<file path="config.mk">
export PLATFORM = sky130hd
export DESIGN_NAME = store_lane_steer
export DESIGN_NICKNAME = d
export VERILOG_FILES = /design/src/common/dmem_pkg.sv /design/src/datamem/store_lane_steer.sv
export SDC_FILE = /design/constraint.sdc
export NUM_CORES = 1
export LEC_CHECK = 0
export BUFFER_PORTS_ARGS = -buffer_cell sky130_fd_sc_hd__buf_2
export CAP_MARGIN = 20
export CORE_AREA = 2 2 72 74
export DETAILED_ROUTE_END_ITERATION = 16
export DIE_AREA = 0 0 74 76
export PLACE_DENSITY = 0.73
export SLEW_MARGIN = 5
export SYNTH_ARGS = -nofsm -noshare
export SYNTH_HDL_FRONTEND = slang
export SYNTH_SLANG_ARGS = --single-unit
export TNS_END_PERCENT = 10
</file>
<file path="constraint.sdc">
create_clock -name vclk -period 0.8
set_clock_uncertainty 0.2 [all_clocks]
set_input_delay 0.04 -clock vclk [all_inputs]
set_output_delay 0.04 -clock vclk [all_outputs]
set_load 0.1 [all_outputs]
</file>
<file path="src/common/dmem_pkg.sv">
package dmem_pkg;

	// Data path widths
	typedef logic [31:0] word_t;
	typedef logic [7:0]  byte_t;

	// One strobe bit per byte lane
	typedef logic [3:0]  strb_t;

	// Core word index
	// Top bit splits RAM from board I/O
	typedef logic [10:0] core_addr_t;

	// APB byte address
	typedef logic [11:0] apb_addr_t;

	localparam int LANES = 4;

	// Index bit that selects the I/O region
	localparam int IO_BIT = 10;

	// Board I/O word indices
	localparam core_addr_t IO_BTN_IDX = 11'h400;
	localparam core_addr_t IO_SW_IDX  = 11'h401;
	localparam core_addr_t IO_LED_IDX = 11'h402;

	// One core access
	// Zero strobe is a load
	typedef struct packed {
		core_addr_t addr;
		strb_t      strb;
		word_t      wdata;
	} core_req_t;

	// Write request for a single byte lane
	typedef struct packed {
		logic  we;
		byte_t data;
	} lane_wr_t;

	// RISC-V store strobes
	// SW, SH low and high, SB on each lane
	function automatic logic strb_legal(strb_t strb);
		case (strb)
			4'b1111, 4'b0011, 4'b1100,
			4'b0001, 4'b0010, 4'b0100, 4'b1000: strb_legal = 1'b1;
			default: strb_legal = 1'b0;
		endcase
	endfunction

endpackage

</file>
<file path="src/datamem/store_lane_steer.sv">
`timescale 1ns/1ps

module store_lane_steer #(
	parameter int RAM_AW = 10
) (
	// Core request, presented every cycle
	input  dmem_pkg::core_req_t                        core_req,

	// Already validated by the APB bridge
	input  logic [RAM_AW-1:0]                          con_addr,
	input  dmem_pkg::strb_t                            con_strb,
	input  dmem_pkg::word_t                            con_wdata,
	input  logic                                       con_we,

	// Per-lane RAM requests
	output logic [RAM_AW-1:0]                          a_addr,
	output logic [RAM_AW-1:0]                          b_addr,
	output dmem_pkg::lane_wr_t [dmem_pkg::LANES-1:0]   a_lane_wr,
	output dmem_pkg::lane_wr_t [dmem_pkg::LANES-1:0]   b_lane_wr
);

	logic core_is_io;
	logic core_we;

	// Index wraps to the RAM depth
	assign a_addr = core_req.addr[RAM_AW-1:0];
	assign b_addr = con_addr;

	// I/O stores are handled by the I/O registers
	assign core_is_io = core_req.addr[dmem_pkg::IO_BIT];

	// Unknown strobe patterns drop the store
	// Loads fall out here too since zero is not legal
	assign core_we = dmem_pkg::strb_legal(core_req.strb) && !core_is_io;

	always_comb begin
		for (int i = 0; i < dmem_pkg::LANES; i++) begin
			// Core lane i
			a_lane_wr[i].we   = core_we && core_req.strb[i];
			a_lane_wr[i].data = core_req.wdata[8*i +: 8];

			// Controller lane i
			// Any strobe pattern accepted here
			b_lane_wr[i].we   = con_we && con_strb[i];
			b_lane_wr[i].data = con_wdata[8*i +: 8];
		end
	end

endmodule

</file>
# Word-level counts from Yosys, hierarchy flattened
# Index checks and enable logic that the tools add are counted.
[word_totals] register_bits=0 latch_bits=0 ram_bits=0 mem_bits_ro=0 in_bits=94 out_inout_bits=92 elab_cells=19 memories=0
[op_classes] addsub=0 mul=0 div=0 n_lt_le_gt_ge=0 n_eq_ne=7 shift=0 mux=1 bitwise_logic=0 n_reduce_logical=11
[ops] cell="equality test 4 bit, second input constant" n=3
[ops] cell="logical AND 1 bit" n=9
[ops] cell="equality test 4 x 2 -> 1 bit, second input constant" n=2
[ops] cell="OR reduction 7 bit" n=1
[ops] cell="equality test 4 x 1 -> 1 bit, second input constant" n=1
[ops] cell="equality test 4 x 3 -> 1 bit, second input constant" n=1
[ops] cell="logical NOT 1 bit" n=1
[ops] cell="two-way mux 1 bit" n=1

# Longest topological paths before layout
[depth] depth_word=5 depth_mapped=2 mapped_depth_nobuf=2

# Worst setup path after synthesis
# OpenSTA, ideal clock, no wires.
[synth_timing] path_type="input to output" from="in core_req[34] (netlist name)" to="out a_lane_wr[17] (netlist name)" arrival_time_ps=1187 required_time_ps=560 path_slack_ps=-627 stages=2 path_buffers=0 cell_sequence="or2_4 -> a21oi_2"
[synth_lines] element="start, declared" line_no="store_lane_steer.sv:7" text="input dmem_pkg::core_req_t core_req,"
[synth_lines] element="end, declared" line_no="store_lane_steer.sv:18" text="output dmem_pkg::lane_wr_t [dmem_pkg::LANES-1:0] a_lane_wr,"

==> impl_metrics.env <==
export IMPL_core_area_um2=4910
export IMPL_drc_errors=0
export IMPL_synth_avg_cell_area_um2=7.38
export IMPL_post_drt_wl_per_cell_um=13.5
export IMPL_area_growth_syn_to_layout_pct=-31.1
export IMPL_chipWidth_um=74
export IMPL_slew_headroom_pct=90.7
export IMPL_drive_gt1_share_pct=73.2
export IMPL_antenna_found_initial=0
export IMPL_min_path_type="input pin to output port"
export IMPL_power_density_nw_per_um2=662
export IMPL_routed_wirelength_mm=1.49
export IMPL_worstPathArrival_ps=760
export IMPL_pre_cts_ws_ps=-219
export IMPL_end_kind="output port"
export IMPL_initial_core_util_pct=15.3
export IMPL_max_cap_violations=0
export IMPL_worstMarginPinSlew_ps=139
export IMPL_synth_nets=196
export IMPL_yosysUniqueCellTypes=6
export IMPL_crit_fanout=2
export IMPL_dieArea_um2=5620
export IMPL_n_sequential_cell=0
export IMPL_timing_hold_ws_ps=-120
export IMPL_critPathTopFamily="buffers and inverters"
export IMPL_drv_slew=0
export IMPL_grt_pass1_wl_mm=1.91
export IMPL_cp_cell_sequence="buf_8, or2_4, a21oi_4, buf_12"
export IMPL_status="finished, violations left"
export IMPL_portBuffers=18
export IMPL_fin_util_pct=10.6
export IMPL_slowest_stage="or2_4"
export IMPL_rows=26
export IMPL_max_freq_ghz=0.995
export IMPL_grtUsageTotal_pct=4.50
export IMPL_fin_setup_tns_ps=-759
export IMPL_grt_max_degree=6
export IMPL_nets=137
export IMPL_regArea_um2=0
export IMPL_max_stage_delay_ps=260
export IMPL_syn_instance_count=102
export IMPL_io_pins=186
export IMPL_syn_area_um2=753
export IMPL_violations="negative hold slack, negative setup slack"
export IMPL_hold_viol=84
export IMPL_cp_num_buf_inv=2
export IMPL_overflow=0
export IMPL_final_antenna_net_count=0
export IMPL_ys_seq_area_share_pct=0
export IMPL_path_class="input pin to output port"
export IMPL_viasPerCell=3.16
export IMPL_grt_pass1_vias=340
export IMPL_drtIter0Drc=1
export IMPL_min_period_over_period_pct=126
export IMPL_place_gp_congestion=0.564
export IMPL_die_y_um=76
export IMPL_rsz0062_at_grt="true"
export IMPL_vias=351
export IMPL_start_kind="input pin"
export IMPL_irDropWorstVdd_mv=0.160
export IMPL_nClkBuffers=0
export IMPL_finalSetupViolCount=4
export IMPL_yosysWarnings=0
export IMPL_antenna_cells=0
export IMPL_cellLeakagePower_nw=0.181
export IMPL_min_period_ps=1000
export IMPL_dr_pass1_iters=2
export IMPL_cp_required_ps=560
export IMPL_fin_ws_ps=-205
-- kinds of logic (layout without fill, tap and decap cells) --
group / after synthesis / count (layout) / synth area share, %
compound gates: 4 / 4 / 4.65
buf+inv: 84 / 23 / 83.7
simple gates: 14 / 14 / 11.6
-- cell usage in the layout (no fill, tap or decap) --
cell,Yosys,routed
a21oi_4,0,4
and2_1,4,4
buf_12,0,8
buf_2,0,7
buf_4,84,5
buf_6,0,1
buf_8,0,2
nand2b_1,4,4
nand3_1,4,3
nand3_2,0,1
or2_4,2,2
-- layer usage --
layer	share of wire (%)	routed length [um]	vias to the layer above	GRT usage [%]
li1	-	-	109	-
met1	13	192	127	1.76
met2	36	533	73	5.36
met3	28	425	42	4.63
met4	23	340	0	9.64
met5	0	0	-	0
-- worst paths after layout --
path,startpoint,to,cells past startpoint
max,core_req[32],a_lane_wr[26],4
min,core_req[16],a_lane_wr[18],0
-- per-stage QoR --
step | cell area [um^2] | power [mW] | std cells
floorplan | 783 | 2.17 | 102
global placement | 473 | 0.320 | 109
detailed placement | 473 | 0.323 | 109
CTS | 497 | 0.335 | 110
global route | 519 | 0.358 | 111
finish | 519 | 0.344 | 111
-- cells in the mapped netlist (all sizes together) --
cell	number	share of area, %
or2	2	2.3
nand2b	4	3.3
buf	84	84
a21oi	4	4.7
nand3	4	2.7
and2	4	3.3
-- timing repair --
item | CTS | global route
setup endpoints to repair | 4 | 4
hold endpoints to repair | 84 | 84
pin swaps | 2 | 4
buffers inserted | 1 | 1
cloned | 0 | 0
gates resized for setup | 4 | 4
-- where the power goes --
part	switching [mW]	internal, mW	leakage [nW]	total (mW)
logic	0.202	0.142	0.181	0.344
registers	0	0	0	0
clock network	0	0	0	0
total	0.202	0.142	0.181	0.344
-- cell type report --
class              count  area (um^2)
fillers              559         4390
well taps             70         87.6
repair buffers        23          274
multi-input cells     18          158
No activity file was read; power rests on OpenSTA's default activity.
