`src/common/dmem_pkg.sv`:
```
package dmem_pkg;

	// Data path widths
	typedef logic [31:0] word_t;
	typedef logic [7:0]  byte_t;

	// One strobe bit per byte lane
	typedef logic [3:0]  strb_t;

	// Core word index
	// Top bit splits RAM from board I/O
	typedef logic [10:0] core_addr_t;

	// APB byte address
	typedef logic [11:0] apb_addr_t;

	localparam int LANES = 4;

	// Index bit that selects the I/O region
	localparam int IO_BIT = 10;

	// Board I/O word indices
	localparam core_addr_t IO_BTN_IDX = 11'h400;
	localparam core_addr_t IO_SW_IDX  = 11'h401;
	localparam core_addr_t IO_LED_IDX = 11'h402;

	// One core access
	// Zero strobe is a load
	typedef struct packed {
		core_addr_t addr;
		strb_t      strb;
		word_t      wdata;
	} core_req_t;

	// Write request for a single byte lane
	typedef struct packed {
		logic  we;
		byte_t data;
	} lane_wr_t;

	// RISC-V store strobes
	// SW, SH low and high, SB on each lane
	function automatic logic strb_legal(strb_t strb);
		case (strb)
			4'b1111, 4'b0011, 4'b1100,
			4'b0001, 4'b0010, 4'b0100, 4'b1000: strb_legal = 1'b1;
			default: strb_legal = 1'b0;
		endcase
	endfunction

endpackage

```
`src/rtl/fpga_io_regs.sv`:
```
`timescale 1ns/1ps

module fpga_io_regs (
	input  logic                  clk,
	input  logic                  nrst,

	// Board inputs
	input  logic [3:0]            btn,
	input  logic [2:0]            sw,

	// Core request, checked for LED stores
	input  dmem_pkg::core_req_t   core_req,

	output dmem_pkg::word_t       io_btn,
	output dmem_pkg::word_t       io_sw,
	output dmem_pkg::word_t       io_led,
	output logic [3:0]            led
);

	logic led_we;

	// Store aimed at the LED word with a proper strobe
	assign led_we = (core_req.addr == dmem_pkg::IO_LED_IDX) &&
		dmem_pkg::strb_legal(core_req.strb);

	// Buttons and switches sampled every cycle
	// Zero extended to a full word
	always_ff @(posedge clk) begin
		if (!nrst) begin
			io_btn <= '0;
			io_sw  <= '0;
		end else begin
			io_btn <= {28'h0, btn};
			io_sw  <= {29'h0, sw};
		end
	end

	// LED word, byte writable
	always_ff @(posedge clk) begin
		if (!nrst) begin
			io_led <= '0;
		end else if (led_we) begin
			for (int i = 0; i < dmem_pkg::LANES; i++) begin
				// Only strobed bytes change
				if (core_req.strb[i]) begin
					io_led[8*i +: 8] <= core_req.wdata[8*i +: 8];
				end
			end
		end
	end

	// Board has four LEDs
	assign led = io_led[3:0];

endmodule

```
`config.mk`:
```
export PLATFORM = sky130hd
export DESIGN_NAME = fpga_io_regs
export DESIGN_NICKNAME = d
export VERILOG_FILES = /design/src/common/dmem_pkg.sv /design/src/rtl/fpga_io_regs.sv
export SDC_FILE = /design/constraint.sdc
export NUM_CORES = 1
export LEC_CHECK = 0
export ABC_AREA = 1
export ABC_CLOCK_PERIOD_IN_PS = 3500
export BUFFER_PORTS_ARGS = -buffer_cell sky130_fd_sc_hd__buf_2
export CAP_MARGIN = 20
export CORE_MARGIN = 2
export CORE_UTILIZATION = 25
export CTS_CLUSTER_SIZE = 28
export DETAILED_ROUTE_END_ITERATION = 6
export SETUP_SLACK_MARGIN = 0.3
export SYNTH_ARGS = -nofsm -noshare
export SYNTH_HDL_FRONTEND = slang
export SYNTH_SLANG_ARGS = --single-unit
```
`constraint.sdc`:
```
create_clock -name clk -period 3.5 [get_ports clk]
set_input_delay 1.05 -clock clk [delete_from_list [all_inputs] [get_ports clk]]
set_output_delay 1.05 -clock clk [all_outputs]
set_load 0.02 [all_outputs]
```
; Yosys cells after proc, flatten, opt, wreduce, memory -nomap -nowiden
; Index checks and enable logic that the tools add are counted.
[totals]
register_bits = 96
latch_bits = 0
ram_bits = 0
romBits = 0
inputBits = 56
out_inout_bits = 100
elab_cells = 23
mem_count = 0
[classes]
n_addsub = 0
n_mul = 0
div_mod_pow = 0
n_lt_le_gt_ge = 0
eq_ne = 8
shift = 0
mux = 1
bitwise_logic = 0
n_reduce_logical = 6
[op_table]
columns = cell, count
row1 = "equality test 4 bit, second input constant", 3
row2 = "equality test 11 bit, second input constant", 1
row3 = "equality test 4 x 2 -> 1 bit, second input constant", 2
row4 = AND reduction 2 bit, 4
row5 = OR reduction 7 bit, 1
row6 = "equality test 4 x 1 -> 1 bit, second input constant", 1
row7 = "equality test 4 x 3 -> 1 bit, second input constant", 1
row8 = logical AND 1 bit, 1
row9 = two-way mux 1 bit, 1

; Logic depth before layout (Yosys ltp)
[depth]
word_depth = 5
mapped_depth = 9
mapped_depth_nobuf = 9

; Least setup slack after synthesis
; OpenSTA, ideal clock, no wires.
[synth_timing]
path_kind = input port to flip-flop
start = input core_req[39] (netlist name)
end = register io_led[10]
setup_time_ns = 0.110
arrival_ns = 1.799
required_time_ns = 3.390
setup_slack_ns = 1.591
path_stages = 9
n_path_buf = 1
cell_sequence = inv_1 nand2_1 nor2_1 nand2_1 nor2_2 buf_2 nand4_1 nand2_1 nor2_1
[synth_via]
elab_chain_cells = 3
[synth_lines]
columns = item, line_no
row1 = start: declaration, fpga_io_regs.sv:12  ; input dmem_pkg::core_req_t core_req,
row2 = equality test 11 bit, fpga_io_regs.sv:23  ; assign led_we = (core_req.addr == dmem_pkg::IO_LED_IDX) &&
row3 = logical AND 1 bit, fpga_io_regs.sv:23
row4 = AND reduction 2 bit (no line), --
row5 = end signal: indexed assignment, fpga_io_regs.sv:46  ; io_led[8*i +: 8] <= core_req.wdata[8*i +: 8];
row6 = end: declaration, fpga_io_regs.sv:16  ; output dmem_pkg::word_t io_led,
; Every way passes these cells.
; A chain may end at the register's enable or synchronous reset.

; Worst setup path after layout
[layout_timing]
start = input core_req[32] (netlist name)
end = register io_led[8]
[layout_via]
elab_chain_cells = 5
word_cells_on_any_way = 11
cone_classes = eq/ne (7) / mux (1) / reduce/logical (3)
[layout_lines]
columns = item, line_no
row1 = equality test 4 bit (tied with other cells), dmem_pkg.sv:44  ; case (strb)
row2 = OR reduction 7 bit *, dmem_pkg.sv:44
row3 = two-way mux 1 bit *, dmem_pkg.sv:44
row4 = logical AND 1 bit *, fpga_io_regs.sv:23
row5 = AND reduction 2 bit (no line) *, --
; Mark *: on every way between the ends. The rest lies on a longest branch, timed or not.

==> results.yml <==
clock_network:
  clock-sinks: 39
  numCtsBuffers: 5
  cts_hold_buf: 0
  path_clk_slew_ns: 0.08
  htree_levels: 2
  clk_latency_ns: 0.29
  postCtsSetupRepairBufs: 0
  clockRootBuffer: "clkbuf_8"
  clk_path_buf_depth: 2
  cts_tree: "built"
  cts_resized: 0
timing:
  fin_crit_sh: 0.689
  maxSlewViolCount: 0
  final.setup_skew_ns: 0
  timing.hold.ws_ns: 0.511
  setup_ws_ns: 1.09
  worst_slew_pin_slew_ns: 0.685
  finalHoldViolCount: 0
  tns_ns: 0
  period_needed_ns: 2.41
  relSlewSlack: 0.543
  rsz0062_at_grt: "false"
  setup_viol: 0
  clock.fmax_mhz: 415
place:
  place_inst: 611
  dp_slack_ns: 0.794
  portBuffers: 98
  dpl.hpwl_um: 4530
  place_congestion: 0.693
routing:
  ant_nets: 0
  drt_iter0_drc: 73
  wl_per_cell_um: 9.38
  drcViolationCount: 0
  dr.pass1.iters: 4
  vias: 2244
  wirelength_um: 5800
  drt-vias-per-instance: 3.63
logic_synthesis:
  synth-seq-cells: 39
  synth_cell_type_count: 18
  synthTopCellsByCount: "inv_1, nand2_1, buf_4"
  ys_warn_count: 0
  syn_inst: 395
  synth-edff-count: 0
  yosysSeqAreaShare: 0.302
  yosys.area.top_type: "dfxtp_1"
  syn_avg_cell_area_sq_um: 6.55
  synth.area.top_cells: "dfxtp_1, buf_4, inv_1"
  synthArstFlopShare: 0
  syn_area_sq_um: 2590
  synth.most_common_cell: "inv_1"
  synth_top_area_share: 0.302
  ys.flop_type: "dfxtp_1"
cells_and_area:
  final_util: 0.294
  n_antenna_cell: 0
  drive_gt1_frac: 0.248
  fillers: 1184
  fin_cells: 619
  nets: 538
  layout-area-overhead-vs-synth_pct: 15.6
die:
  row_count: 37
  start_util: 0.254
  die_w_um: 106
  fp.dieArea_sq_um: 11200
  die_y_um: 106
  coreArea_sq_um: 10200
  ios: 156
critical_path:
  required_ns: 3.69
  ff2ff_path_depth: 4
  crit_arrival_ns: 2.60
  critPathMaxFanout: 19
  endpoint_kind: "register"
  start_kind: "input pin"
  crit_type: "input pin to register"
  reg2reg_slack_ns: 2.85
power_and_ir_drop:
  peakVddDrop_mv: 0.118
  switching_power_w: 0.000290
  p_int_w: 0.000625
  power_frac_seq: 0.490
  power_density_nw_per_um2: 306
  power_frac_comb: 0.173
  netSwitchingFraction: 0.317
  p_leak_nw: 1.84
  p_clk_frac: 0.337
global_routing:
  overflow: 0
  grt_pass1_wl_um: 9300
  grt_max_degree: 40
  first_global_vias: 2050
  antenna_found_initial: 0
  track_usage: 0.105
min_path:
  min_path_type: "register to register"
  hold_depth: 4
job:
  max-cap-violations: 0
status:
  status: "complete, no violations"
worst paths after layout:
path                     start    endpoint
hold / removal      io_led[10]  io_led[10]
setup / recovery  core_req[32]   io_led[8]
setup reg to reg     io_led[1]   io_led[1]
hold reg to reg     io_led[10]  io_led[10]
state kept, by name, indices dropped and copies added, names as in the netlist:
register,flops
io_btn,4
io_led,32
io_sw,3
power groups by stage:
| stage | sequential (W) | clock [W] | combinational, W |
|---|---|---|---|
| 2_1_floorplan | 0.000465 | 0 | 0.000164 |
| 4_1_cts | 0.000448 | 0.000327 | 0.000158 |
| 5_1_grt | 0.000449 | 0.000346 | 0.000175 |
| 3_3_place_gp | 0.000459 | 0 | 0.000156 |
| 6_report | 0.000448 | 0.000308 | 0.000158 |
| 3_5_place_dp | 0.000459 | 0 | 0.000158 |
final cells by class:
type	instances	area, sq um	area share
Clock buffer	5	68.8	0.0230
Clock inverter	3	20.0	0.00669
Inverter	115	432	0.144
Multi-Input combinational cell	222	1020	0.342
Sequential cell	39	781	0.261
Tap cell	136	170	0.0569
Timing Repair Buffer	99	498	0.166
cell usage in the layout (no fill, tap or decap), types with 2 or more instances in the layout:
cell / netlist / routed
inv_1: 112 / 112
buf_2: 3 / 98
nand2_1: 82 / 82
conb_1: 1 / 57
nor2_1: 41 / 41
dfxtp_1: 39 / 39
nand4_1: 32 / 32
clkbuf_8: 0 / 5
nand4_4: 4 / 4
inv_2: 3 / 3
nor2_2: 2 / 2
clkinvlp_4: 0 / 2
per-stage QoR:
stage	power (W)	area, sq um
global placement	0.000615	2900
global route	0.000970	2990
floorplan	0.000629	2800
detailed placement	0.000617	2900
finish	0.000914	2990
CTS	0.000933	2990
critical path, cell delays in order:
cell and delay, ns:
buf_2 0.22, nor2_1 0.11, nand2_1 0.08, nand2_1 0.08, nor2_2 0.47, buf_4 0.34, nand4_1 0.11, nand2_1 0.08
nor2_1 0.06
logic make-up (layout without fill, tap and decap cells):
group / after synthesis / count (layout) / synth area share
buf+inv: 190 / 222 / 0.384
simple gates: 165 / 165 / 0.312
flops: 39 / 39 / 0.302
other cells: 1 / 57 / 0.00145
metal layers:
metal	track usage	vias to the layer above	part of all wire
li1	-	1189	-
met1	0.118	966	0.42
met2	0.191	78	0.50
met3	0.0303	11	0.064
met4	0.0291	0	0.016
met5	0	-	0
No activity file was read; power rests on OpenSTA's default activity.
