`src/common/dmem_pkg.sv`:
```
package dmem_pkg;

	// Data path widths
	typedef logic [31:0] word_t;
	typedef logic [7:0]  byte_t;

	// One strobe bit per byte lane
	typedef logic [3:0]  strb_t;

	// Core word index
	// Top bit splits RAM from board I/O
	typedef logic [10:0] core_addr_t;

	// APB byte address
	typedef logic [11:0] apb_addr_t;

	localparam int LANES = 4;

	// Index bit that selects the I/O region
	localparam int IO_BIT = 10;

	// Board I/O word indices
	localparam core_addr_t IO_BTN_IDX = 11'h400;
	localparam core_addr_t IO_SW_IDX  = 11'h401;
	localparam core_addr_t IO_LED_IDX = 11'h402;

	// One core access
	// Zero strobe is a load
	typedef struct packed {
		core_addr_t addr;
		strb_t      strb;
		word_t      wdata;
	} core_req_t;

	// Write request for a single byte lane
	typedef struct packed {
		logic  we;
		byte_t data;
	} lane_wr_t;

	// RISC-V store strobes
	// SW, SH low and high, SB on each lane
	function automatic logic strb_legal(strb_t strb);
		case (strb)
			4'b1111, 4'b0011, 4'b1100,
			4'b0001, 4'b0010, 4'b0100, 4'b1000: strb_legal = 1'b1;
			default: strb_legal = 1'b0;
		endcase
	endfunction

endpackage

```
`src/rtl/apb_con_bridge.sv`:
```
`timescale 1ns/1ps

module apb_con_bridge #(
	parameter int RAM_AW = 10
) (
	input  logic                  clk,
	input  logic                  nrst,

	// APB slave
	input  logic                  psel,
	input  logic                  penable,
	input  logic                  pwrite,
	input  dmem_pkg::apb_addr_t   paddr,
	input  dmem_pkg::word_t       pwdata,
	input  dmem_pkg::strb_t       pstrb,
	output logic                  pready,
	output logic                  pslverr,
	output dmem_pkg::word_t       prdata,

	// RAM port B request and returned word
	input  dmem_pkg::word_t       con_rdata,
	output logic [RAM_AW-1:0]     con_addr,
	output dmem_pkg::strb_t       con_strb,
	output dmem_pkg::word_t       con_wdata,
	output logic                  con_we
);

	typedef enum logic [1:0] {
		IDLE,
		ACCESS,
		READ_WAIT
	} state_t;

	state_t state;
	logic   misaligned;

	assign misaligned = (paddr[1:0] != 2'b00);

	// Byte address to word index, wrapped to the RAM depth
	assign con_addr  = RAM_AW'(paddr[11:2]);
	assign con_strb  = pstrb;
	assign con_wdata = pwdata;

	// Write lands at the end of the first access cycle
	// pslverr already marks a bad address there
	assign con_we = (state == ACCESS) && psel && penable && pwrite && !pslverr;

	// Bank output is valid in the wait state
	assign prdata = (state == READ_WAIT) ? con_rdata : '0;

	always_ff @(posedge clk) begin
		if (!nrst) begin
			state   <= IDLE;
			pready  <= 1'b0;
			pslverr <= 1'b0;
		end else begin
			case (state)
				IDLE: begin
					// Setup phase seen
					if (psel && !penable) begin
						state   <= ACCESS;
						// Writes and errors finish in the first access cycle
						pready  <= pwrite || misaligned;
						pslverr <= misaligned;
					end
				end
				ACCESS: begin
					if (pready) begin
						state   <= IDLE;
						pready  <= 1'b0;
						pslverr <= 1'b0;
					end else begin
						// Bank read issued this cycle
						state  <= READ_WAIT;
						pready <= 1'b1;
					end
				end
				READ_WAIT: begin
					state  <= IDLE;
					pready <= 1'b0;
				end
				default: begin
					state   <= IDLE;
					pready  <= 1'b0;
					pslverr <= 1'b0;
				end
			endcase
		end
	end

endmodule

```
`config.mk`:
```
export PLATFORM = sky130hd
export DESIGN_NAME = apb_con_bridge
export DESIGN_NICKNAME = d
export VERILOG_FILES = /design/src/common/dmem_pkg.sv /design/src/rtl/apb_con_bridge.sv
export SDC_FILE = /design/constraint.sdc
export NUM_CORES = 1
export LEC_CHECK = 0
export BUFFER_PORTS_ARGS = -buffer_cell sky130_fd_sc_hd__buf_2
export CAP_MARGIN = 20
export CORE_MARGIN = 8
export CORE_UTILIZATION = 26
export CTS_CLUSTER_DIAMETER = 150
export DETAILED_ROUTE_END_ITERATION = 8
export HOLD_SLACK_MARGIN = 0.12
export PLACE_DENSITY = 0.87
export SLEW_MARGIN = 20
export SYNTH_ARGS = -nofsm -noshare
export SYNTH_HDL_FRONTEND = slang
export SYNTH_SLANG_ARGS = --single-unit
```
`constraint.sdc`:
```
create_clock -name clk -period 2.4 [get_ports clk]
set_input_delay 0.24 -clock clk [delete_from_list [all_inputs] [get_ports clk]]
set_output_delay 0.24 -clock clk [all_outputs]
set_load 0.02 [all_outputs]
```
# After elaboration in Yosys (flattened, before gate mapping)
# Cells that the tools add are included.
[word_totals]
mem_bits_rw = 0
out_inout_bits = 81
ff_bits = 4
n_memories = 0
latch_bits = 0
mem_bits_ro = 0
word_cells = 29
[op_classes]
n_eq_ne = 4
n_shift = 0
n_div = 0
reduce_logical = 11
bitwise = 1
n_addsub = 0
mul = 0
magnitude_cmp = 0
mux = 10
[op_table]
columns = ["op", "n"]
rows = [
  ["$mux W32", 1],
  ["$logic_and A1 B1 Y1", 5],
  ["$mux W1", 4],
  ["$mux W2", 2],
  ["$ne A2 B2 Y1 const B", 2],
  ["$pmux W2 S2", 1],
  ["$pmux W1 S3", 1],
  ["$reduce_and A3 Y1", 1],
  ["$eq A2 B1 Y1 const B", 1],
  ["$eq A2 B2 Y1 const B", 1],
  ["$logic_not A1 Y1", 2],
  ["$logic_not A2 Y1", 1],
  ["$pmux W1 S2", 1],
  ["$reduce_bool A2 Y1", 1],
  ["$logic_or A1 B1 Y1", 1],
  ["$not A1 Y1", 1],
]

# Logic depth before layout (Yosys ltp)
[logic_depth]
word_depth = 5
depth_mapped = 3
mapped_depth_nobuf = 3

# Worst setup path before layout
# OpenSTA, ideal clock, no wires.
[synth_timing]
path_kind = "register to output"
start = "register state[0]"
end = "output port con_we"
stages_incl_launch_ff = 3
path_buffers = 0
t_arrival_ps = 1121
path_slack_ps = 1039
required_time_ps = 2160
cell_sequence = "dfxtp_1 -> nand4b_1 -> nor3b_1"
[synth_via]
elab_chain_len = 5
[synth_rtl]
columns = ["element", "line_no", "text"]
rows = [
  ["start, declared", "apb_con_bridge.sv:34", "state_t state;"],
  ["start signal, assigned", "apb_con_bridge.sv:53", "state <= IDLE;"],
  ["start signal, assigned", "apb_con_bridge.sv:61", "state <= ACCESS;"],
  ["start signal, assigned", "apb_con_bridge.sv:69", "state <= IDLE;"],
  ["$eq A2 B1 Y1", "apb_con_bridge.sv:46", "assign con_we = (state == ACCESS) && psel && penable && pwrite && !pslverr;"],
  ["$logic_and A1 B1 Y1 (4 in a row)", "apb_con_bridge.sv:46", ""],
  ["end, declared", "apb_con_bridge.sv:25", "output logic con_we"],
]
# Every way passes these cells.

# Worst setup path in the final report
[layout_timing]
start = "register state[1]"
end = "output port prdata[9]"
[layout_via]
elab_chain_len = 2
[layout_rtl]
columns = ["element", "line_no", "text"]
rows = [
  ["$eq A2 B2 Y1", "apb_con_bridge.sv:49", "assign prdata = (state == READ_WAIT) ? con_rdata : '0;"],
  ["$mux W32", "apb_con_bridge.sv:49", ""],
  ["end, declared", "apb_con_bridge.sv:18", "output dmem_pkg::word_t prdata,"],
]
# Every way passes these cells.

==> qor.csv <==
metric,value,unit
RSZ-0062 raised after global routing,no,
Post-Syn Instances,103,
clock slew at reported path FFs,0.04,ns
#FFs+latches synth,4,
critical path class,reg -> out,
multi-input logic area,334,um2
Inserted Clock Buffers,3,
post-layout minimum cycle time,1.74,ns
GPL Wtd Cong,0.736,
CTS Hold Bufs,0,
Die Y,70.7,um
VDD IR max,0.0925,mV
Final Net Count,217,
CP Buf/Inv Count,1,
Final Util,0.288,
Worst-Skew Late Latency,0.23,ns
GRT Total Usage,0.0770,
Fmax achieved,0.574,GHz
crit path cell chain,"nor2b_4, and2_1, buf_2",
max-cap viol count,0,
Slew @ Worst Pin,0.458,ns
Final HPWL DP,1830,um
"most common cell after layout, fill and taps aside",buf_2,
Layout area overhead,9.32,%
Ys Warns,0,
Vias/cell,4.13,
post-cts repair resize count,0,
post-DR wirelength/cell,12.9,um
root buf cell,clkbuf_4,
Final period util,0.726,
Antenna Cells,0,
"Slowest-stage cell, CP",nor2b_4,
vias in the first global route,721,
gr ovfl total,0,
initial antenna violation count,0,
crit-path leading delay family,simple AND/OR/NAND/NOR gates,
largest net degree at the start of global routing,33,
I/O pins,166,
remaining antenna violation count,0,
crit end category,output port,
status,finished clean,
CP peak stage delay,0.47,ns
Die Area,5000,um2
Port Buffers,73,
Cell variety after synth,19,
Critical Path AT,1.50,ns
Max Root-Sink Buffers,2,
initial core utilization,0.264,
Seq. cell area,80.1,um2
Pins Over Slew Limit,0,
DR iter-0 viols,16,
relative slew slack,0.694,
die width,70.7,um
most frequent cells in the layout,"buf_2 (73), and2_1 (33), dfxtp_1 (4)",
H-Tree Depth,1,
"Hold Vio Cnt, Final",0,
"Seq/Total Area, Yosys",0.103,
first-pass GRT wire length,3270,um
post-synth net total,188,
PD cells,275,nW/um2
post-synthesis cell area,778,um2
worst hold path class,in -> reg,
Sum Neg Setup Slack,0,ns
CTS tree,built,
Mean Syn Cell Area,7.56,um2
layout cells sized above 1,0.623,
final-layout fill cell count,313,
final setup vio count,0,
crit-path max FO,32,
Fin Clk Skew,0.000520,ns
Site Rows,20,
postcts setup bufs,0,
Via Count,673,
DRT Pass-1 Iters,2,
clk sink count,4,
Lkg Pwr,0.527,nW
Core Box Area,2950,um2
CP required,2.16,ns
final WL,2100,um
final routed DRC violation total,0,
type of origin of the critical path,register,
-- worst register-to-register path, stage by stage, from the launching register on --
cell and delay [ns]:
dfxtp_1 0.39, a31o_2 0.26, a2111oi_2 0.34
-- sequential cells by signal, summed over array words and instances, names as in the netlist --
signal and cells:
pready 1, pslverr 1, state 2
-- final timing paths --
kind | endpoint | start | depth (start not counted) | slack [ns]
setup / recovery | prdata[9] | state[1]$_SDFFE_PN0P_ | 3 | 0.66
hold / removal | state[0]$_SDFFE_PN0P_ | nrst | 2 | 0.26
setup reg to reg | pready$_SDFFE_PN0P_ | state[0]$_SDFFE_PN0P_ | 2 | 1.32
hold reg to reg | pslverr$_SDFFE_PN0P_ | pslverr$_SDFFE_PN0P_ | 2 | 0.51
-- metrics by stage --
stage / std cells / hold slack, ns / worst slack [ns] / area, um2 / power [mW]
final: 163 / 0.255 / 0.657 / 851 / 0.234
after global routing: 163 / 0.255 / 0.509 / 851 / 0.253
after CTS: 163 / 0.248 / 0.606 / 851 / 0.240
after detailed placement: 160 / 0.480 / 0.859 / 828 / 0.156
after global placement: 160 / 0.479 / 0.902 / 828 / 0.155
after floorplan: 103 / 0.362 / 1.04 / 778 / 0.224
-- Yosys cell counts, drive strengths merged --
library cell  count  area [um2]
o21ai             1        5.00
a211oi            1        7.51
nand2             1        3.75
nand4b            1        8.76
buf              46         345
and2             33         206
a311oi            1        15.0
dfxtp             4        80.1
nor2b             1        13.8
or3               1        6.26
nor3              1        5.00
nor4b             2        23.8
nor3b             1        7.51
a2111oi           1        15.0
inv               2        7.51
a31o              1        8.76
clkbuf            3        11.3
nor2              2        7.51
-- kinds of logic after synthesis --
family,after synthesis,share of synthesized area
buffers and inverters,51,0.468
and+or+nand+nor,43,0.363
DFF,4,0.103
AOI/OAI and AO/OA,5,0.0659
-- power by group --
part | switching, mW | internal, mW
registers | 0.00571 | 0.0710
logic | 0.0360 | 0.0411
clock network | 0.0247 | 0.0558
-- per-layer routing --
metal  vias up  track usage  wire [um]
met2        47        0.119       1000
met5         -            0          0
met3        12       0.0424        270
met4         0       0.0670         66
li1        334            -          -
met1       280       0.0726        762
-- area by class of cell --
class | instances | area share
well taps | 33 | 0.0485
clock buffers | 3 | 0.0265
multi-input cells | 48 | 0.393
flip-flops and latches | 4 | 0.0941
repair buffers | 73 | 0.429
inverters | 2 | 0.00882
No activity file was read; power rests on OpenSTA's default activity.
