**src/common/dmem_pkg.sv**
```systemverilog
package dmem_pkg;

	// Data path widths
	typedef logic [31:0] word_t;
	typedef logic [7:0]  byte_t;

	// One strobe bit per byte lane
	typedef logic [3:0]  strb_t;

	// Core word index
	// Top bit splits RAM from board I/O
	typedef logic [10:0] core_addr_t;

	// APB byte address
	typedef logic [11:0] apb_addr_t;

	localparam int LANES = 4;

	// Index bit that selects the I/O region
	localparam int IO_BIT = 10;

	// Board I/O word indices
	localparam core_addr_t IO_BTN_IDX = 11'h400;
	localparam core_addr_t IO_SW_IDX  = 11'h401;
	localparam core_addr_t IO_LED_IDX = 11'h402;

	// One core access
	// Zero strobe is a load
	typedef struct packed {
		core_addr_t addr;
		strb_t      strb;
		word_t      wdata;
	} core_req_t;

	// Write request for a single byte lane
	typedef struct packed {
		logic  we;
		byte_t data;
	} lane_wr_t;

	// RISC-V store strobes
	// SW, SH low and high, SB on each lane
	function automatic logic strb_legal(strb_t strb);
		case (strb)
			4'b1111, 4'b0011, 4'b1100,
			4'b0001, 4'b0010, 4'b0100, 4'b1000: strb_legal = 1'b1;
			default: strb_legal = 1'b0;
		endcase
	endfunction

endpackage

```
**src/datamem/load_lane_merge.sv**
```systemverilog
`timescale 1ns/1ps

module load_lane_merge (
	input  logic                                    clk,
	input  logic                                    nrst,

	// Address of the load being issued this cycle
	input  dmem_pkg::core_addr_t                    core_addr,

	// Registered bank outputs
	input  dmem_pkg::byte_t [dmem_pkg::LANES-1:0]   a_lane_rdata,
	input  dmem_pkg::byte_t [dmem_pkg::LANES-1:0]   b_lane_rdata,

	// Board I/O registers
	input  dmem_pkg::word_t                         io_btn,
	input  dmem_pkg::word_t                         io_sw,
	input  dmem_pkg::word_t                         io_led,

	output dmem_pkg::word_t                         core_rdata,
	output dmem_pkg::word_t                         con_rdata
);

	dmem_pkg::core_addr_t addr_q;
	logic                 vld_q;
	dmem_pkg::word_t      a_word;

	// Address follows the bank read by one cycle
	// Valid flag keeps the output at zero until the first load returns
	always_ff @(posedge clk) begin
		if (!nrst) begin
			addr_q <= '0;
			vld_q  <= 1'b0;
		end else begin
			addr_q <= core_addr;
			vld_q  <= 1'b1;
		end
	end

	// Lane n lands on bits 8n+7..8n
	assign a_word    = a_lane_rdata;
	assign con_rdata = b_lane_rdata;

	always_comb begin
		if (!vld_q) begin
			core_rdata = '0;
		end else if (!addr_q[dmem_pkg::IO_BIT]) begin
			core_rdata = a_word;
		end else begin
			case (addr_q)
				dmem_pkg::IO_BTN_IDX: core_rdata = io_btn;
				dmem_pkg::IO_SW_IDX:  core_rdata = io_sw;
				dmem_pkg::IO_LED_IDX: core_rdata = io_led;
				// Holes in the I/O map read as zero
				default:              core_rdata = '0;
			endcase
		end
	end

endmodule

```
**config.mk**
```make
export PLATFORM = sky130hd
export DESIGN_NAME = load_lane_merge
export DESIGN_NICKNAME = d
export VERILOG_FILES = /design/src/common/dmem_pkg.sv /design/src/datamem/load_lane_merge.sv
export SDC_FILE = /design/constraint.sdc
export NUM_CORES = 1
export LEC_CHECK = 0
export BUFFER_PORTS_ARGS = -buffer_cell sky130_fd_sc_hd__buf_2
export CELL_PAD_IN_SITES_DETAIL_PLACEMENT = 0
export CELL_PAD_IN_SITES_GLOBAL_PLACEMENT = 2
export CORE_UTILIZATION = 15
export DETAILED_ROUTE_END_ITERATION = 8
export PLACE_DENSITY_LB_ADDON = 0.1
export SYNTH_ARGS = -nofsm -noshare
export SYNTH_HDL_FRONTEND = slang
export SYNTH_SLANG_ARGS = --single-unit
```
**constraint.sdc**
```tcl
create_clock -name clk -period 1.54 [get_ports clk]
set_input_delay 0 -clock clk [delete_from_list [all_inputs] [get_ports clk]]
set_output_delay 0 -clock clk [all_outputs]
set_load 0.05 [all_outputs]
```
## After elaboration in Yosys (flattened, before gate mapping)

Cells that the tools add are included.
W data, S select, Z words.

- Add/sub/neg operators: 0
- $mul: 0
- Div/mod/pow operators: 0
- $lt $le $gt $ge: 0
- Equal/unequal tests: 3
- Shift-type cells: 0
- Muxes and demuxes: 4
- Bitwise logic cells: 0
- Reduce and logical (&&, ||, !) cells: 0

Operator list:

| operator | number |
|---|---|
| $pmux W32 S3 | 1 |
| $mux W32 | 2 |
| $eq A11 B11 Y1 const B | 3 |
| $mux W1 | 1 |

- Flip-flop bits (word level): 12
- Latch bits: 0
- Memory bits (writable): 0
- ROM bits: 0
- Input bits: 173
- Output and inout port bits: 64
- Logic and storage cells: 9
- Memories: 0

## Longest topological paths before layout

- Depth in word-level cells: 4
- Mapped depth: 4
- Gate-level depth less buffers: 3

## Worst setup path before layout

Ideal clock, no wire load.

- Kind: register to output
- Start point: register addr_q[7]
- End point: output port core_rdata[14]
- Data arrival time: 2.311 ns
- Required time: 1.540 ns
- Path slack: -0.771 ns
- Cell stages (with the launch flop): 5
- Buffers on the path: 1
- Cells stage by stage: dfxtp_1 > nor4_4 > buf_2 > a41oi_1 > a21boi_0

- Word-level cells in the longest chain between the ends: 4
- Elaborated cells between the ends (all ways): 6
- Classes of those cells: 3 x eq/ne; 3 x mux

Ends and longest elaborated chain:

| what | line | text |
|---|---|---|
| from (decl) | load_lane_merge.sv:23 | `dmem_pkg::core_addr_t addr_q;` |
| from (signal assigned) | load_lane_merge.sv:34 | `addr_q <= core_addr;` |
| $eq A11 B11 Y1 | load_lane_merge.sv:49 | `case (addr_q)` |
| $pmux W32 S3 (*) | load_lane_merge.sv:49 |  |
| $mux W32 (*) | load_lane_merge.sv:46 | `end else if (!addr_q[dmem_pkg::IO_BIT]) begin` |
| $mux W32 (*) | load_lane_merge.sv:44 | `if (!vld_q) begin` |
| to (decl) | load_lane_merge.sv:19 | `output dmem_pkg::word_t core_rdata,` |

Every way passes the cells marked *; elsewhere a longest branch is shown, timed or not.

## Final worst setup path

- Start point: register addr_q[8]
- End point: output port core_rdata[30]

Same word-level chain as after synthesis.

==> flow_results.xml <==
<?xml version="1.0" encoding="UTF-8"?>
<metrics>
  <group name="detailed_routing">
    <metric name="drt_first_iter_violations" unit="">99</metric>
    <metric name="drt-vias-per-instance" unit="">4.133</metric>
    <metric name="remaining_drc_errors" unit="">0</metric>
    <metric name="detail-route-antenna-nets" unit="">0</metric>
    <metric name="drt_first_pass_iters" unit="">4</metric>
    <metric name="route.detailed.wl_per_inst" unit="microns">14.32</metric>
    <metric name="vias" unit="">2323</metric>
    <metric name="routed_wirelength" unit="mm">8.050</metric>
  </group>
  <group name="clock_tree">
    <metric name="clkTransAtPathRegs" unit="ps">40</metric>
    <metric name="cts_sinks" unit="">12</metric>
    <metric name="cts_root_buffer" unit="">sky130_fd_sc_hd__clkbuf_16</metric>
    <metric name="cts_tree" unit="">built</metric>
    <metric name="cts_htree_levels" unit="">1</metric>
    <metric name="cts_inserted_buffers" unit="">3</metric>
    <metric name="deepest_clock_path_buffer_count" unit="">2</metric>
    <metric name="cts_setup_buffers" unit="">0</metric>
  </group>
  <group name="floorplan">
    <metric name="coreArea" unit="sq um">12260</metric>
    <metric name="rows" unit="">40</metric>
    <metric name="effective_utilization_at_floorplan" unit="%">15.65</metric>
    <metric name="fp.dieArea" unit="sq um">13250</metric>
    <metric name="die_w" unit="microns">115.1</metric>
    <metric name="chipHeight" unit="microns">115.1</metric>
    <metric name="top_level_ports" unit="">237</metric>
  </group>
  <group name="logic_synthesis">
    <metric name="synth-seq-cells" unit="">12</metric>
    <metric name="synth_largest_type_area_fraction" unit="%">12.52</metric>
    <metric name="postSynth.asyncResetShare" unit="%">0</metric>
    <metric name="post-synth-top-area-cell" unit="">sky130_fd_sc_hd__dfxtp_1</metric>
    <metric name="syn_inst" unit="">236</metric>
    <metric name="synth_enable_flop_cells" unit="">0</metric>
    <metric name="syn-mean-instance-area" unit="sq um">8.133</metric>
    <metric name="synth_fp_nets" unit="">409</metric>
    <metric name="synth-seq-area-share" unit="%">12.52</metric>
    <metric name="synthFlopType" unit="">sky130_fd_sc_hd__dfxtp_1</metric>
    <metric name="ys_warn_count" unit="">0</metric>
    <metric name="synthDistinctLibCells" unit="">25</metric>
    <metric name="ys_top_cells_by_area" unit="">sky130_fd_sc_hd__dfxtp_1 13%, sky130_fd_sc_hd__buf_4 13%, sky130_fd_sc_hd__mux2i_1 10%</metric>
    <metric name="synth.cell_area" unit="sq um">1919</metric>
  </group>
  <group name="cells_and_area">
    <metric name="final_cell_area" unit="sq um">3667</metric>
    <metric name="seq_area" unit="sq um">242.7</metric>
    <metric name="fillers" unit="">1324</metric>
    <metric name="finalNetCount" unit="">568</metric>
    <metric name="area_growth" unit="%">91.07</metric>
    <metric name="multi_input_area" unit="sq um">1647</metric>
    <metric name="layout_commonest_cell" unit="">sky130_fd_sc_hd__buf_2</metric>
    <metric name="layout-drive-gt1-share" unit="%">64.12</metric>
    <metric name="layout_common_cells" unit="">140 x sky130_fd_sc_hd__buf_2, 32 x sky130_fd_sc_hd__buf_6, 20 x sky130_fd_sc_hd__mux2i_1, 20 x sky130_fd_sc_hd__nand2_1, 19 x sky130_fd_sc_hd__inv_1</metric>
  </group>
  <group name="global_route">
    <metric name="total_global_routing_track_utilization" unit="%">11.42</metric>
    <metric name="pin_count_of_the_biggest_net_entering_global_routing" unit="">23</metric>
    <metric name="vias_in_the_first_global_route" unit="">2358</metric>
    <metric name="grt-ovfl-total" unit="">0</metric>
    <metric name="antenna_found_initial" unit="">1</metric>
    <metric name="grt_pass1_wl" unit="mm">11.76</metric>
  </group>
  <group name="pwr">
    <metric name="ir_drop" unit="mV">0.2546</metric>
    <metric name="power.static_leakage" unit="nW">1.682</metric>
    <metric name="power_density_normalized_to_cell_area" unit="nW/um^2">476.4</metric>
    <metric name="totalPowerFinal" unit="mW">1.747</metric>
  </group>
  <group name="timing">
    <metric name="timing.max_slew.rel_slack" unit="%">75.35</metric>
    <metric name="setup_tns" unit="ps">-4798</metric>
    <metric name="fmax" unit="MHz">573.5</metric>
    <metric name="tightest_slew" unit="ps">365.0</metric>
    <metric name="post-route-min-period" unit="ps">1744</metric>
    <metric name="grt_setup_unrepaired" unit="">true</metric>
    <metric name="final-hold-violation-count" unit="">1</metric>
    <metric name="fin_crit_sh" unit="%">113.2</metric>
    <metric name="setup_viol_count_final" unit="">32</metric>
    <metric name="fin_worst_hold_slack" unit="ps">-6.496</metric>
    <metric name="final.setup.worst_slack" unit="ps">-203.6</metric>
    <metric name="maxSlewViolCount" unit="">0</metric>
  </group>
  <group name="critical_path">
    <metric name="required" unit="ps">1540</metric>
    <metric name="timing.critical_path.arrival" unit="ps">1740</metric>
    <metric name="endpoint_kind" unit="">output pin</metric>
    <metric name="kind_of_launch_point_of_the_worst_setup_path" unit="">flop</metric>
    <metric name="criticalPathCategory" unit="">reg -&gt; out</metric>
    <metric name="critical_path.max_fanout" unit="">12</metric>
  </group>
  <group name="outcome">
    <metric name="failing_checks" unit="">hold timing, setup timing</metric>
    <metric name="run_status" unit="">finished with violations</metric>
  </group>
  <group name="placed_design">
    <metric name="place_hpwl" unit="mm">6.649</metric>
    <metric name="numPortBuffers" unit="">172</metric>
    <metric name="gp_congestion" unit="">0.6965</metric>
    <metric name="placedInstanceArea" unit="sq um">3193</metric>
    <metric name="dp_worst_setup_slack" unit="ps">-76.48</metric>
  </group>
  <group name="hold_path">
    <metric name="holdPathStages" unit="">1</metric>
    <metric name="min-delay-path-class" unit="">in -&gt; reg</metric>
  </group>
  <group name="run">
    <metric name="maxCapViolCount" unit="">0</metric>
  </group>
</metrics>
-- per-stage QoR --
step,instances,hold WS (ps),utilization (%)
6_report,562,-6.496,29.91
5_1_grt,562,0.07183,29.91
4_1_cts,561,0.3409,29.89
3_5_place_dp,546,0.3409,26.04
3_3_place_gp,546,0.3409,26.04
2_1_floorplan,236,27.72,-
-- worst paths after layout --
check,from,endpoint
max,addr_q[8],core_rdata[30]
min,nrst,vld_q
-- logic make-up after synthesis --
family                 Yosys count  synth area share (%)
DFF                             12                 12.52
and+or+nand+nor                 78                 26.73
muxes                           32                 17.47
AOI/OAI and AO/OA               44                 22.49
buffers and inverters           70                 20.80
-- repair_timing --
action / in CTS / in global routing
setup endpoints to repair: 32 / 32
gates cloned: 1 / 0
hold buffers: 11 / 0
pin swaps: 17 / 0
resized for setup: 77 / 0
hold endpoints to repair: 11 / 0
-- worst max-delay path, cell delays in order (launching register included) --
cell                       delay [ps]
sky130_fd_sc_hd__dfxtp_2          320
sky130_fd_sc_hd__nor4_4           270
sky130_fd_sc_hd__buf_6            170
sky130_fd_sc_hd__nand4_1          140
sky130_fd_sc_hd__buf_6            200
sky130_fd_sc_hd__o211ai_1         190
sky130_fd_sc_hd__buf_4            220
-- cell type report --
cell class / count / share of cell area (%)
diodes: 1 / 0.06824
multi-input cells: 154 / 44.90
inverters: 19 / 1.945
clock buffers: 3 / 2.047
well taps: 168 / 5.732
flip-flops and latches: 12 / 6.619
repair buffers: 205 / 38.69
-- state kept, by name, indices dropped and copies added (netlist names) --
name and cells:
addr_q 11, vld_q 1
-- routing by layer --
metal	vias to the layer above	track usage (%)	part of all wire [%]
li1	1146	-	-
met1	1058	13.03	41
met2	107	22.21	52
met3	12	1.371	5.8
met4	0	2.944	1.4
met5	-	0	0
-- where the power goes --
| group | leakage, nW | internal (mW) | switching, mW |
|---|---|---|---|
| Sequential | 0.101 | 0.330 | 0.0164 |
| Combinational | 1.54 | 0.459 | 0.494 |
| Clock | 0.0370 | 0.336 | 0.111 |
-- synthesized netlist by cell type (2+ instances only) --
| cell type | instances |
|---|---|
| sky130_fd_sc_hd__buf_4 | 32 |
| sky130_fd_sc_hd__mux2i_1 | 20 |
| sky130_fd_sc_hd__nand2_1 | 20 |
| sky130_fd_sc_hd__inv_1 | 19 |
| sky130_fd_sc_hd__nand4_1 | 14 |
| sky130_fd_sc_hd__nor2b_1 | 14 |
| sky130_fd_sc_hd__and3b_1 | 13 |
| sky130_fd_sc_hd__a41oi_1 | 12 |
| sky130_fd_sc_hd__dfxtp_1 | 12 |
| sky130_fd_sc_hd__mux2_2 | 12 |
| sky130_fd_sc_hd__and2_1 | 11 |
| sky130_fd_sc_hd__clkbuf_1 | 11 |
| sky130_fd_sc_hd__a21boi_0 | 10 |
| sky130_fd_sc_hd__o221ai_2 | 10 |
| sky130_fd_sc_hd__o221ai_1 | 9 |
| sky130_fd_sc_hd__buf_2 | 7 |
| sky130_fd_sc_hd__a21boi_1 | 2 |
Note: power is estimated with default switching activity, not from simulation.
